[src/hdl/vga_timing_pkg.sv]
package vga_timing_pkg;

	// Horizontal raster, in pixel clocks
	localparam int H_ACTIVE = 640;
	localparam int H_FRONT  = 16;
	localparam int H_SYNC   = 96;
	localparam int H_BACK   = 48;
	localparam int H_TOTAL  = H_ACTIVE + H_FRONT + H_SYNC + H_BACK;   // 800

	// Vertical raster, in lines
	localparam int V_ACTIVE = 480;
	localparam int V_FRONT  = 10;
	localparam int V_SYNC   = 2;
	localparam int V_BACK   = 33;
	localparam int V_TOTAL  = V_ACTIVE + V_FRONT + V_SYNC + V_BACK;   // 525

	// Sync pulse windows, start inclusive and end exclusive
	localparam int HS_START = H_ACTIVE + H_FRONT;
	localparam int HS_END   = HS_START + H_SYNC;
	localparam int VS_START = V_ACTIVE + V_FRONT;
	localparam int VS_END   = VS_START + V_SYNC;

	// Register stages between fetch output and output stage input
	localparam int PIPE_DEPTH = 2;

	// Pixel column and row
	typedef logic [11:0] coord_t;

endpackage

[src/hdl/pixel_pkg.sv]
package pixel_pkg;

	// RGB565 field widths
	localparam int RED_W = 5;
	localparam int GRN_W = 6;
	localparam int BLU_W = 5;

	// Raw FIFO word, red in the top bits
	typedef logic [RED_W+GRN_W+BLU_W-1:0] pixel_word_t;

	// Field order follows the word layout, so a plain cast unpacks it
	typedef struct packed {
		logic [RED_W-1:0] red;
		logic [GRN_W-1:0] green;
		logic [BLU_W-1:0] blue;
	} rgb_t;

	// 2R + G + 2B tops out at 187
	typedef logic [7:0] luma_t;

	typedef logic [7:0] threshold_t;

	// Pixel as it moves down the pipe
	typedef struct packed {
		logic valid;
		rgb_t color;
	} pix_t;

	localparam rgb_t RGB_BLACK = '0;
	localparam rgb_t RGB_WHITE = '1;

	localparam pix_t PIX_NONE = '0;   // Bubble, invalid and black

endpackage

[src/hdl/vga_timing.sv]
`timescale 1ns/10ps

module vga_timing (
	input  logic clk_out,
	input  logic rst_n,
	output logic hsync,
	output logic vsync,
	output logic video_on,
	output logic frame_start
);
	import vga_timing_pkg::*;

	localparam coord_t H_LAST = coord_t'(H_TOTAL - 1);
	localparam coord_t V_LAST = coord_t'(V_TOTAL - 1);

	coord_t h_cnt, v_cnt;     // Position of the current cycle
	coord_t h_next, v_next;   // Position of the next cycle

	// Counter advance, column wraps first and carries into the row
	always_comb begin
		h_next = h_cnt + 1'b1;
		v_next = v_cnt;
		if (h_cnt == H_LAST) begin
			h_next = '0;
			if (v_cnt == V_LAST)
				v_next = '0;
			else
				v_next = v_cnt + 1'b1;
		end
	end

	// Outputs are decoded from the next position so that they land
	// on the same edge as the counters they describe
	always_ff @(posedge clk_out or negedge rst_n) begin
		if (!rst_n) begin
			h_cnt       <= '0;
			v_cnt       <= '0;
			hsync       <= 1'b1;   // Inactive high
			vsync       <= 1'b1;
			video_on    <= 1'b0;
			frame_start <= 1'b0;
		end else begin
			h_cnt <= h_next;
			v_cnt <= v_next;

			hsync <= !(h_next >= coord_t'(HS_START) && h_next < coord_t'(HS_END));
			vsync <= !(v_next >= coord_t'(VS_START) && v_next < coord_t'(VS_END));

			video_on <= (h_next < coord_t'(H_ACTIVE)) && (v_next < coord_t'(V_ACTIVE));

			// Only fires on the wrap, so the first pulse is one frame after reset
			frame_start <= (h_next == '0) && (v_next == '0);
		end
	end

endmodule

[src/hdl/pixel_fetch.sv]
`timescale 1ns/10ps

module pixel_fetch (
	input  logic                   clk_out,
	input  logic                   rst_n,
	input  logic                   frame_start,
	input  logic                   video_on,
	input  logic                   empty_fifo,
	input  pixel_pkg::pixel_word_t din,
	output logic                   rd_en,
	output pixel_pkg::pix_t        pix
);
	import pixel_pkg::*;

	typedef enum logic [1:0] {
		wait_frame,
		idle,
		display
	} fetch_state_t;

	fetch_state_t state_q, state_d;

	logic start_ok;      // Frame boundary with data waiting
	logic fetch_slot;    // Cycle that may consume a word
	rgb_t word_rgb;

	assign start_ok = frame_start && !empty_fifo;

	// Next state, reading only ever begins or resumes on a frame boundary
	always_comb begin
		state_d = state_q;
		case (state_q)
			wait_frame: begin
				if (frame_start)
					state_d = idle;
			end
			idle: begin
				if (start_ok)
					state_d = display;
			end
			display: begin
				if (frame_start && empty_fifo)
					state_d = idle;   // Retest at the next boundary
			end
			default: state_d = wait_frame;
		endcase
	end

	always_ff @(posedge clk_out or negedge rst_n) begin
		if (!rst_n)
			state_q <= wait_frame;
		else
			state_q <= state_d;
	end

	// The (0,0) pixel arrives with frame_start, so the cycle that enters
	// display already counts as a display cycle
	assign fetch_slot = (state_q == display) || (state_q == idle && frame_start);

	// FWFT FIFO, din is the front word whenever it is not empty
	assign rd_en = fetch_slot && video_on && !empty_fifo;

	assign word_rgb = rgb_t'(din);   // RGB565 unpack

	// One pix per clock, bubble when nothing was popped
	always_ff @(posedge clk_out or negedge rst_n) begin
		if (!rst_n) begin
			pix <= PIX_NONE;
		end else if (rd_en) begin
			pix.valid <= 1'b1;
			pix.color <= word_rgb;
		end else begin
			pix <= PIX_NONE;
		end
	end

endmodule

[src/hdl/edge_filter.sv]
`timescale 1ns/10ps

module edge_filter (
	input  logic                  clk_out,
	input  logic                  rst_n,
	input  logic                  edge_mode,
	input  pixel_pkg::threshold_t threshold,
	input  pixel_pkg::pix_t       pix_in,
	output pixel_pkg::pix_t       pix_out
);
	import pixel_pkg::*;

	luma_t luma;
	luma_t luma_prev;    // Luma of the last valid pixel, zero after a gap
	luma_t grad;         // Absolute horizontal gradient
	logic  is_edge;
	rgb_t  color_d;

	// Cheap luma, weights 2:1:2 to balance the 6-bit green field
	assign luma = luma_t'({pix_in.color.red, 1'b0})
	            + luma_t'(pix_in.color.green)
	            + luma_t'({pix_in.color.blue, 1'b0});

	always_comb begin
		if (luma >= luma_prev)
			grad = luma - luma_prev;
		else
			grad = luma_prev - luma;
	end

	assign is_edge = grad > threshold;

	always_comb begin
		if (!pix_in.valid)
			color_d = RGB_BLACK;
		else if (edge_mode)
			color_d = is_edge ? RGB_WHITE : RGB_BLACK;
		else
			color_d = pix_in.color;   // Passthrough
	end

	always_ff @(posedge clk_out or negedge rst_n) begin
		if (!rst_n) begin
			luma_prev <= '0;
			pix_out   <= PIX_NONE;
		end else begin
			// Blanking and FIFO gaps break the line, restart from zero
			luma_prev     <= pix_in.valid ? luma : luma_t'(0);
			pix_out.valid <= pix_in.valid;
			pix_out.color <= color_d;
		end
	end

endmodule

[src/hdl/vga_output.sv]
`timescale 1ns/10ps

module vga_output (
	input  logic                         clk_out,
	input  logic                         rst_n,
	input  pixel_pkg::pix_t              pix,
	input  logic                         hsync,
	input  logic                         vsync,
	output logic [pixel_pkg::RED_W-1:0]  vga_out_r,
	output logic [pixel_pkg::GRN_W-1:0]  vga_out_g,
	output logic [pixel_pkg::BLU_W-1:0]  vga_out_b,
	output logic                         vga_out_hs,
	output logic                         vga_out_vs
);
	import vga_timing_pkg::*;
	import pixel_pkg::*;

	// Sync delay lines, matching fetch and filter latency
	logic [PIPE_DEPTH-1:0] hs_pipe;
	logic [PIPE_DEPTH-1:0] vs_pipe;
	rgb_t color_d;

	assign color_d = pix.valid ? pix.color : RGB_BLACK;   // Blank bubbles

	always_ff @(posedge clk_out or negedge rst_n) begin
		if (!rst_n) begin
			hs_pipe    <= '1;   // Syncs idle high
			vs_pipe    <= '1;
			vga_out_hs <= 1'b1;
			vga_out_vs <= 1'b1;
			vga_out_r  <= '0;
			vga_out_g  <= '0;
			vga_out_b  <= '0;
		end else begin
			hs_pipe <= {hs_pipe[PIPE_DEPTH-2:0], hsync};
			vs_pipe <= {vs_pipe[PIPE_DEPTH-2:0], vsync};

			// Final stage, syncs and colour leave on the same edge
			vga_out_hs <= hs_pipe[PIPE_DEPTH-1];
			vga_out_vs <= vs_pipe[PIPE_DEPTH-1];
			vga_out_r  <= color_d.red;
			vga_out_g  <= color_d.green;
			vga_out_b  <= color_d.blue;
		end
	end

endmodule

[src/hdl/vga_interface.sv]
`timescale 1ns/10ps

module vga_interface (
	input  logic                         clk_out,     // 25 MHz pixel clock
	input  logic                         rst_n,
	input  logic                         edge_mode,
	input  pixel_pkg::threshold_t        threshold,
	// Async FIFO read side
	input  logic                         empty_fifo,
	input  pixel_pkg::pixel_word_t       din,
	output logic                         rd_en,
	// VGA connector
	output logic [pixel_pkg::RED_W-1:0]  vga_out_r,
	output logic [pixel_pkg::GRN_W-1:0]  vga_out_g,
	output logic [pixel_pkg::BLU_W-1:0]  vga_out_b,
	output logic                         vga_out_hs,
	output logic                         vga_out_vs
);
	import pixel_pkg::*;

	logic hsync, vsync;
	logic video_on;
	logic frame_start;
	pix_t pix_fetch;     // Decoded pixel
	pix_t pix_filt;      // After edge filter

	vga_timing u_vga_timing (
		.clk_out     (clk_out),
		.rst_n       (rst_n),
		.hsync       (hsync),
		.vsync       (vsync),
		.video_on    (video_on),
		.frame_start (frame_start)
	);

	pixel_fetch u_pixel_fetch (
		.clk_out     (clk_out),
		.rst_n       (rst_n),
		.frame_start (frame_start),
		.video_on    (video_on),
		.empty_fifo  (empty_fifo),
		.din         (din),
		.rd_en       (rd_en),
		.pix         (pix_fetch)
	);

	edge_filter u_edge_filter (
		.clk_out   (clk_out),
		.rst_n     (rst_n),
		.edge_mode (edge_mode),
		.threshold (threshold),
		.pix_in    (pix_fetch),
		.pix_out   (pix_filt)
	);

	// Syncs enter here undelayed, the output stage lines them up
	vga_output u_vga_output (
		.clk_out    (clk_out),
		.rst_n      (rst_n),
		.pix        (pix_filt),
		.hsync      (hsync),
		.vsync      (vsync),
		.vga_out_r  (vga_out_r),
		.vga_out_g  (vga_out_g),
		.vga_out_b  (vga_out_b),
		.vga_out_hs (vga_out_hs),
		.vga_out_vs (vga_out_vs)
	);

endmodule

[config.mk]
export PLATFORM = sky130hd
export DESIGN_NAME = vga_interface
export DESIGN_NICKNAME = d
export VERILOG_FILES = /design/src/hdl/vga_timing_pkg.sv /design/src/hdl/pixel_pkg.sv /design/src/hdl/vga_timing.sv /design/src/hdl/pixel_fetch.sv /design/src/hdl/edge_filter.sv /design/src/hdl/vga_output.sv /design/src/hdl/vga_interface.sv
export SDC_FILE = /design/constraint.sdc
export NUM_CORES = 1
export LEC_CHECK = 0
export BUFFER_PORTS_ARGS = -buffer_cell sky130_fd_sc_hd__buf_2
export CAP_MARGIN = 20
export CORE_MARGIN = 4
export CORE_UTILIZATION = 40
export CTS_CLUSTER_SIZE = 16
export DETAILED_ROUTE_END_ITERATION = 16
export PLACE_DENSITY = 0.68
export SYNTH_ARGS = -nofsm -noshare
export SYNTH_HDL_FRONTEND = slang
export SYNTH_SLANG_ARGS = --single-unit
[constraint.sdc]
create_clock -name clk_out -period 8.25 [get_ports clk_out]
set_input_delay 1.65 -clock clk_out [delete_from_list [all_inputs] [get_ports clk_out]]
set_output_delay 1.65 -clock clk_out [all_outputs]
set_load 0.01 [all_outputs]
**Word level (Yosys, flattened, before mapping)**

Index checks and enable logic that the tools add are counted.

- Register bits: 94
- Bits of input ports: 28
- Output and inout port bits: 19
- Logic and storage cells: 75

- $add $sub $neg: 6
- Order comparisons: 8
- Equality and inequality tests: 7
- Mux-type cells: 14
- Reductions and logical operators: 17

Operator list:

| kind | count |
|---|---|
| 16-bit two-way mux | 4 |
| 12-bit two-way mux | 3 |
| 12-bit by 1-bit adder with 12-bit output (second input constant) | 2 |
| 12-bit by 10-bit equality test with 1-bit output (second input constant) | 2 |
| 12-bit zero test | 2 |
| 12-bit by 10-bit < comparator with 1-bit output (second input constant) | 2 |
| 12-bit by 9-bit < comparator with 1-bit output (second input constant) | 2 |
| 17-bit two-way mux | 1 |
| 8-bit two-way mux | 2 |
| 8-bit subtractor | 2 |
| 12-bit by 10-bit greater-or-equal comparator with 1-bit output (second input constant) | 1 |
| 12-bit by 9-bit greater-or-equal comparator with 1-bit output (second input constant) | 1 |
| 1-bit logical AND | 9 |
| 8-bit by 6-bit adder with 8-bit output | 1 |
| 8-bit greater-or-equal comparator | 1 |
| 8-bit greater-than comparator | 1 |
| 6-bit by 6-bit adder with 7-bit output | 1 |
| 2-bit two-way mux | 3 |
| 2-bit case mux with 3 select lines | 1 |
| 2-bit by 1-bit inequality test with 1-bit output (second input constant) | 2 |
| 1-bit zero test | 3 |
| 3-bit AND reduction | 1 |
| 2-bit by 1-bit equality test with 1-bit output (second input constant) | 1 |
| 2-bit equality test (second input constant) | 1 |
| 3 further kinds | 3 |

**Longest topological paths before layout**

Gate-level depths: netlist (run 1).

- Depth in word-level cells: 8
- Depth in mapped cells: 26

**Hierarchy**

A second synthesis (run 1) with hierarchy kept.

- Cell total of the unflattened synthesis: 522
- Area total of the unflattened synthesis: 5,363.9 um^2

By module, submodules not included:

| module | times used | cells an instance | area an instance (um^2) |
|---|---|---|---|
| edge_filter | 1 | 246 | 2,204.6 |
| vga_timing | 1 | 171 | 1,645.3 |
| pixel_fetch | 1 | 66 | 829.5 |
| vga_output | 1 | 39 | 684.4 |

**Worst setup path before layout (run 1)**

Ideal clock, no wire load.

- Path kind: register to register
- Start point: register u_pixel_fetch.pix[6] (netlist bit)
- End point: register u_edge_filter.pix_out[10] (netlist bit)
- Arrival time: 5.064 ns
- Data required time: 8.118 ns
- Path slack: 3.054 ns
- Stages on the path, launching flop included: 23
- Path buffers: 3
- Cell sequence: dfrtp_1 -> ha_1 -> fa_1 -> fa_1 -> a21o_1 -> a21oi_1 -> xnor2_1 -> ha_1 -> clkbuf_1 -> o2111ai_1 -> nand4b_1 -> o21ai_1 -> clkbuf_1 -> a21oi_1 -> xor2_1 -> ha_1 -> a21o_1 -> a21o_1 -> a21oi_1 -> o21ai_0 -> a21oi_1 -> clkbuf_1 -> nor2_1

RTL lines:

| element | RTL line | source |
|---|---|---|
| start: declaration | pixel_fetch.sv:11 | `output pixel_pkg::pix_t pix` |
| end: declaration | edge_filter.sv:9 | `output pixel_pkg::pix_t pix_out` |

==> metrics.md, run 1 <==
| Metric | Value |
|---|---|
| Fmax | 0.1805 GHz |
| Critical Path AT | approximately 5.8 ns |
| Largest net degree at the start of global routing | 54 |
| CP endpoint kind | register |
| Syn nets | 549 |
| GRT Util Overall | 13.89% |
| CTS Buffer Depth | 2 |
| Power per Cell Area | 162.3 mW/mm^2 |
| Routed Antenna Nets | 0 |
| Initial antenna violation count | 0 |
| Layout fillers | roughly 1,100 |
| RSZ-0062 raised after global routing | no |
| Mapped cell area | a little under 0.005 sq mm |
| Final Net Count | between 500 and 600 |
| Post-synth EDFFs | 0 |
| Post-CTS Hold Buffers | 0 |
| Peak VDD IR | approximately 0.085 mV |
| First-pass DRT Iterations | 4 |
| Port Buffers | 46 |
| Post-synth top area share | a little over two fifths |
| Final global-route overflow total | 0 |
| Pre-CTS setup slack | around 2.2 ns |
| Global-route wire length before repair | approximately 16 mm |
| Num ports | 47 |
| Synthesized flop and latch total | 94 |
| Via count | between 3,000 and 4,000 |
| Initial Utilization | between 40% and 50% |
| Detail Placement HPWL | around 7.1 mm |
| Period utilization | about two thirds |
| WL final | between 9 and 10 mm |
| Hold Path Class | register to register |
| Cell Rows | 40 |
| H-tree depth | 3 |
| Most frequent cells in the layout | dfrtp_1, nor2_1, buf_2 |
| Max Cap Viol | 0 |
| Chip height | between 100 and 150 um |
| Count of final setup violators | 0 |
| Warnings from Yosys | 0 |
| Final Hold Slack | between 0.3 and 0.4 ns |
| Synth cell types | 54 |
| Final Max Tran Viols | 0 |
| CTS tree | yes |
| WL per Instance | ~14 um |
| Area contributors post-synth | dfrtp_1, ha_1, and2_1, dfstp_2, nor2_1 |
| DRC Markers | 0 |
| Number of global-route vias before repair | 3,407 |
| Startpoint class of the critical path | register |
| Post-synth top flop | dfrtp_1 |
| Outcome | completed |
| Synth area leader | dfrtp_1 |
| Min Tclk post-route | about 5.5 ns |
| Sink Count | 94 |
| Register Area | roughly 0.0024 sq mm |
| Final Hold Viols | 0 |
| Crit path kind | register to register |
| Slew @ Worst Pin | roughly 0.92 ns |
| Slew headroom | a little under two fifths |
| Total CTS buffers | 9 |
| Cts repair resizes | 0 |
| Fraction of layout instances using a drive strength above 1 | ~16% |
| Async set-reset flop share out of synthesis | 100.0% |
| Final setup TNS | 0 ns |
| Post-synthesis cell count | 481 |
| Worst Path Max Fanout | 15 |
| Worst-skew pair later-pin latency | 0.34 ns |
| Die width | between 100 and 150 um |
| Leakage | about 2.8 nW |
| Routed vias/inst | slightly above 5 |
| Sequential area share after synthesis | about 48% |
| Setup Fix Bufs, Post-CTS | 0 |
| Skew final | 0.008178 ns |
| Clock root buffer | clkbuf_16 |
| Core ar. | roughly 0.012 sq mm |
| Synthesis-to-layout area growth | 14.25% |
| Commonest non-fill, non-tap cell in the layout | dfrtp_1 |
| Placer Congestion | about 0.88 |
| Ant. Diodes | 0 |
| Clock-pin slew on the worst setup and hold paths | 0.06 ns |
| Drt initial violations | approximately 180 |
| Syn Area/Cell | around 10 sq um |
| Multi-input logic area | about 0.0024 sq mm |
| Die area | between 0.01 and 0.015 sq mm |
| Critical Path RT | between 8 and 9 ns |
| Setup ws final | 2.708 ns |
==> metal layers <==
layer	share of wire, %	routed length, um	vias to the layer above	GRT usage [%]
met1	45	4270	1651	18.01
met3	4.2	393	8	4.226
li1	-	-	1717	-
met5	0	0	-	0
met4	0.72	68	0	2.390
met2	50	4671	70	23.34
==> metrics by stage <==
| stage | power, W | util, % | std cells | area, sq um |
|---|---|---|---|---|
| final | 0.0009132 | 46.85 | 679 | 5628 |
| after global routing | 0.0009459 | 46.85 | 679 | 5628 |
| after CTS | 0.0009263 | 46.79 | 678 | 5620 |
| after detailed placement | 0.0004921 | 44.18 | 663 | 5306 |
| after global placement | 0.0004914 | 44.18 | 663 | 5306 |
| after floorplan | 0.0004753 | - | 481 | 4926 |
==> cell families after synthesis <==
family | Yosys count | synth area share, %
AO/OA/AOI/OAI | 78 | 9.652
XOR/XNOR | 32 | 5.690
multiplexers | 4 | 0.8128
AND/OR/NAND/NOR | 185 | 21.31
adder cells (fa/ha/maj) | 40 | 10.77
flip-flops | 94 | 47.96
buffers and inverters | 48 | 3.810
==> power breakdown <==
| group | switching (W) | total, W | internal [W] |
|---|---|---|---|
| logic | 0.0000145 | 0.0000218 | 0.00000733 |
| clock network | 0.000166 | 0.000430 | 0.000265 |
| registers | 0 | 0.000461 | 0.000461 |
| total | 0.000180 | 0.000913 | 0.000733 |
==> worst max-delay path: stages, from the launching register on <==
cell	delay, ns
dfrtp_1	0.38
ha_1	0.23
fa_1	0.50
fa_1	0.46
a21o_1	0.17
a21oi_1	0.21
xnor2_1	0.19
ha_1	0.38
o2111ai_1	0.14
nand4b_1	0.16
o21ai_1	0.76
nor3_1	0.11
a21oi_1	0.18
xor2_1	0.16
ha_1	0.26
a21o_1	0.17
a21o_1	0.17
a21oi_1	0.14
o21ai_0	0.13
a21oi_1	0.20
buf_4	0.23
nor2_1	0.08
==> path summary, 6_finish.rpt <==
path,start,endpoint,slack (ns),cells past startpoint
worst max register to register,u_pixel_fetch.pix[6],u_edge_filter.pix_out[4],2.71,21
worst max-delay path,u_pixel_fetch.pix[6],u_edge_filter.pix_out[4],2.71,21
worst min-delay path,u_vga_output.vs_pipe[1],u_vga_output.vga_out_vs,0.35,0
worst min register to register,u_vga_output.vs_pipe[1],u_vga_output.vga_out_vs,0.35,0
min in group asynchronous,rst_n,u_edge_filter.luma_prev[0],1.29,1
max in group asynchronous,rst_n,u_vga_timing.v_cnt[9],5.92,2
==> layout make-up <==
type,count,share of cell area [%]
multi-input cells,339,42.31
flip-flops and latches,94,41.97
repair buffers,49,4.535
clock buffers,10,4.068
well taps,147,3.268
inverters,35,2.334
clock inverters,5,1.512
==> registers in the layout (all words and copies together), names as in the netlist <==
name	cells
u_vga_timing.hsync	1
u_vga_output.vga_out_g	6
u_edge_filter.luma_prev	8
u_vga_output.vga_out_vs	1
u_pixel_fetch.pix	17
u_vga_timing.frame_start	1
u_vga_timing.vsync	1
u_vga_output.vs_pipe	2
u_pixel_fetch.state_q	2
u_vga_output.vga_out_r	5
u_vga_timing.h_cnt	12
u_vga_output.hs_pipe	2
u_vga_output.vga_out_b	5
u_vga_timing.v_cnt	12
u_vga_output.vga_out_hs	1
u_vga_timing.video_on	1
u_edge_filter.pix_out	17
==> Yosys cell counts, types with 7 or more instances <==
| cell | instances |
|---|---|
| dfrtp_1 | 86 |
| nor2_1 | 56 |
| and2_1 | 41 |
| ha_1 | 36 |
| inv_1 | 35 |
| a21oi_1 | 25 |
| o21ai_0 | 23 |
| xnor2_1 | 20 |
| nand2_1 | 18 |
| xor2_1 | 12 |
| clkbuf_1 | 11 |
| nand3_1 | 11 |
| nand4_1 | 10 |
| dfstp_2 | 8 |
| nor2b_1 | 8 |
| a21o_1 | 7 |
| nor3_1 | 7 |
No activity file was read; power rests on OpenSTA's default activity.
==> run 2: changes to the inputs <==
Settings changed: ABC_AREA set to 1, PLACE_DENSITY 0.68 to 0.7.
Clock period 8.25 ns to 4.6 ns, I/O delays scaled along.
==> metrics.md, run 2 <==
| Metric | Value |
|---|---|
| Outcome | completed (unchanged) |
| Core ar. | 0.01267 sq mm (was 0.01201 sq mm) |
| Slowest stage cell, crit path | dfrtp_1 (was o21ai_1) |
| Syn nets | 716 (was 549) |
| Cell Rows | 41 (was 40) |
| Initial antenna violation count | 0 (unchanged) |
| Most used cell along the critical path | nor2_1 (was a21oi_1) |
| Die area | 0.01488 sq mm (was 0.01415 sq mm) |
| Setup ws final | 0.1120 ns (was 2.708 ns) |
| Final instance area | 0.006163 sq mm (was 0.005628 sq mm) |
| Worst Path Max Fanout | 8 (was 15) |
| Synth area leader | dfrtp_1 (unchanged) |
| Final Max Tran Viols | 0 (unchanged) |
| Initial Utilization | 41.01% (about the same) |
| Min Tclk post-route | 4.488 ns (was 5.542 ns) |
| Post-synth EDFFs | 0 (unchanged) |
| Drt initial violations | 224 (was 178) |
| Commonest non-fill, non-tap cell in the layout | nand2_1 (was dfrtp_1) |
| Peak VDD IR | 0.1647 mV (was 0.08522 mV) |
| Critical Path AT | 4.76 ns (was 5.76 ns) |
| Sequential area share after synthesis | 45.46% (was 47.96%) |
| Final global-route overflow total | 0 (unchanged) |
| Total CTS buffers | 9 (unchanged) |
| Leakage | 3.556 nW (was 2.801 nW) |
| Final core occ | 48.64% (was 46.85%) |
| Crit path kind | register to register (unchanged) |
| Pre-CTS setup slack | -0.1255 ns (was 2.190 ns) |
| Sink Count | 94 (unchanged) |
| Synthesized flop and latch total | 94 (unchanged) |
| Num ports | 47 (unchanged) |
| Async set-reset flop share out of synthesis | 100.0% (unchanged) |
| CTS Buffer Depth | 2 (unchanged) |
| Slew headroom | 47.41% (was 38.27%) |
| Clock-pin slew on the worst setup and hold paths | 0.07 ns (was 0.06 ns) |
| RSZ-0062 raised after global routing | yes (was no) |
| Largest delay share family, worst path | adder cells (was compound AO/OA/AOI/OAI gates) |
| WL per Instance | 11.08 um (was 13.85 um) |
| Port Buffers | 46 (unchanged) |
| Synth cell types | 32 (was 54) |
| Post-CTS Hold Buffers | 0 (unchanged) |
| Slew @ Worst Pin | 0.7888 ns (was 0.9197 ns) |
| Fmax | 0.2228 GHz (was 0.1805 GHz) |
| Worst Path Buf+Inv | 3 (was 1) |
| Via count | 4,001 (was 3,446) |
| Crit path largest cell delay | 0.41 ns (was 0.76 ns) |
| Post-synth top area share | 41.42% (was 43.69%) |
| Register Area | 0.002362 sq mm (unchanged) |
| Dpl cell area | 0.005683 sq mm (was 0.005306 sq mm) |
| CTS tree | yes (unchanged) |
| Skew final | 0.006775 ns (was 0.008178 ns) |
| Largest net degree at the start of global routing | 68 (was 54) |
| Placer Congestion | 0.8644 (was 0.8761) |
| Post-synthesis cell count | 648 (was 481) |
| Critical Path RT | 4.87 ns (was 8.47 ns) |
| Routed vias/inst | 4.511 (was 5.075) |
| Detail Placement HPWL | 7.462 mm (was 7.099 mm) |
| Number of global-route vias before repair | 3,852 (was 3,407) |
| GRT Util Overall | 14.10% (was 13.89%) |
| Fraction of layout instances using a drive strength above 1 | 18.60% (was 15.79%) |
| Final Net Count | 778 (was 596) |
| Largest regs | u_edge_filter.pix_out x17, u_pixel_fetch.pix x17 (unchanged) |
| Die width | 122.0 um (was 119.0 um) |
| Most frequent cells in the layout | nand2_1, inv_1, nor2_1 (was dfrtp_1, nor2_1, buf_2) |
| Post-synth top flop | dfrtp_1 (unchanged) |
| Worst-skew pair later-pin latency | 0.34 ns (about the same) |
| First-pass DRT Iterations | 4 (unchanged) |
| Layout fillers | 1,209 (was 1,109) |
| Startpoint class of the critical path | register (unchanged) |
| Chip height | 122.0 um (was 119.0 um) |
| H-tree depth | 3 (unchanged) |
| Hold Path Class | register to register (unchanged) |
| Synthesis-to-layout area growth | 18.61% (was 14.25%) |
| Power per Cell Area | 263.1 mW/mm^2 (was 162.3 mW/mm^2) |
| Reg2Reg Launch Point | u_pixel_fetch.pix[11] (was u_pixel_fetch.pix[6]) |
| Final Hold Viols | 0 (unchanged) |
| Ant. Diodes | 0 (unchanged) |
| Mapped cell area | 0.005196 sq mm (was 0.004926 sq mm) |
| Warnings from Yosys | 0 (unchanged) |
| CP Launch Point | u_pixel_fetch.pix[11] (was u_pixel_fetch.pix[6]) |
| Max Cap Viol | 0 (unchanged) |
| Count of final setup violators | 0 (unchanged) |
| Period utilization | 97.56% (was 67.17%) |
| Synth top cells by count | nand2_1, inv_1, nor2_1 (was dfrtp_1, nor2_1, and2_1) |
| Multi-input logic area | 0.002424 sq mm (was 0.002381 sq mm) |
| Worst hold start | u_vga_output.hs_pipe[1] (was u_vga_output.vs_pipe[1]) |
| Area contributors post-synth | dfrtp_1, nand2_1, inv_1, ha_1, nor2_1 (was dfrtp_1, ha_1, and2_1, dfstp_2, nor2_1) |
| WL final | 9.827 mm (was 9.403 mm) |
| Cell with the most instances after synthesis | nand2_1 (was dfrtp_1) |
| Global-route wire length before repair | 17.01 mm (was 16.24 mm) |
| CP endpoint kind | register (unchanged) |
| Routed Antenna Nets | 0 (unchanged) |
| DRC Markers | 0 (unchanged) |
| Syn Area/Cell | 8.019 sq um (was 10.24 sq um) |
| Clock root buffer | clkbuf_16 (unchanged) |
## run 2: cell count changes after synthesis, moves of 5 or more
cell      change
nand2_1     +116
inv_1        +92
nor2_1       +45
and2_1       -41
nand3_1      +22
xnor2_1      -19
nor2b_1       -8
xor2_1        +8
o21ai_0       -6
a21o_1        -5
clkbuf_1      -5
## run 2: what timing repair did
action,in CTS,in global routing
pin swaps,1,20
endpoints found under the setup margin,16,16
buffers inserted,0,2
gates cloned,0,1
gates resized for setup,5,38
## run 2: cell families after synthesis
group | share of synthesized area [%]
xor+xnor | 3.540
flops | 45.46
fa+ha+maj | 10.21
simple gates | 24.03
compound gates | 6.164
buf+inv | 10.59
## run 2: through the flow
stage                     instances   power, W  hold WS [ns]  TNS (ns)
after floorplan                 648  0.0008546        0.3452         0
after global placement          868  0.0008853        0.3457         0
after detailed placement        868  0.0008855        0.3470    -1.885
after CTS                       884   0.001645        0.3561         0
after global routing            887   0.001686        0.3578    -2.382
final                           887   0.001622        0.3553         0
## run 2: power by group
| group | switching, W | internal (W) | leakage (nW) |
|---|---|---|---|
| clock network | 0.000321 | 0.000431 | 0.146 |
| logic | 0.0000290 | 0.0000141 | 2.14 |
| registers | 0 | 0.000827 | 1.27 |
| total | 0.000350 | 0.00127 | 3.56 |
## run 2: final timing paths
path                                              to  slack, ns  depth (start not counted)
setup reg to reg           u_edge_filter.pix_out[14]       0.11                         27
hold reg to reg              u_vga_output.vga_out_hs       0.36                          0
min in group asynchronous   u_edge_filter.pix_out[4]       0.67                          1
hold / removal               u_vga_output.vga_out_hs       0.36                          0
setup / recovery           u_edge_filter.pix_out[14]       0.11                         27
max in group asynchronous    u_vga_output.hs_pipe[0]       3.02                          2
## run 2: final cells by class
| class | instances | share of cell area [%] |
|---|---|---|
| Clock buffer | 10 | 3.715 |
| Clock inverter | 6 | 1.218 |
| Inverter | 131 | 8.019 |
| Multi-Input combinational cell | 412 | 39.32 |
| Sequential cell | 94 | 38.33 |
| Tap cell | 172 | 3.492 |
| Timing Repair Buffer | 62 | 5.907 |
## run 2: per-layer routing
| layer | share of wire, % | GRT usage (%) | up-vias | wire length, um |
|---|---|---|---|---|
| met5 | 0 | 0 | - | 0 |
| met4 | 1.5 | 4.622 | 0 | 148 |
| met3 | 3.1 | 2.275 | 13 | 301 |
| met2 | 49 | 24.14 | 45 | 4770 |
| met1 | 47 | 18.24 | 1846 | 4606 |
| li1 | - | - | 2097 | - |
## run 2: worst register-to-register path: cells and delay by family, from the launching register on
family,cells,cell delay [ns]
AND/OR/NAND/NOR,11,1.00
buffers and inverters,3,0.39
flip-flops,1,0.41
AO/OA/AOI/OAI,6,0.83
XOR/XNOR,2,0.33
adder cells (fa/ha/maj),5,1.48
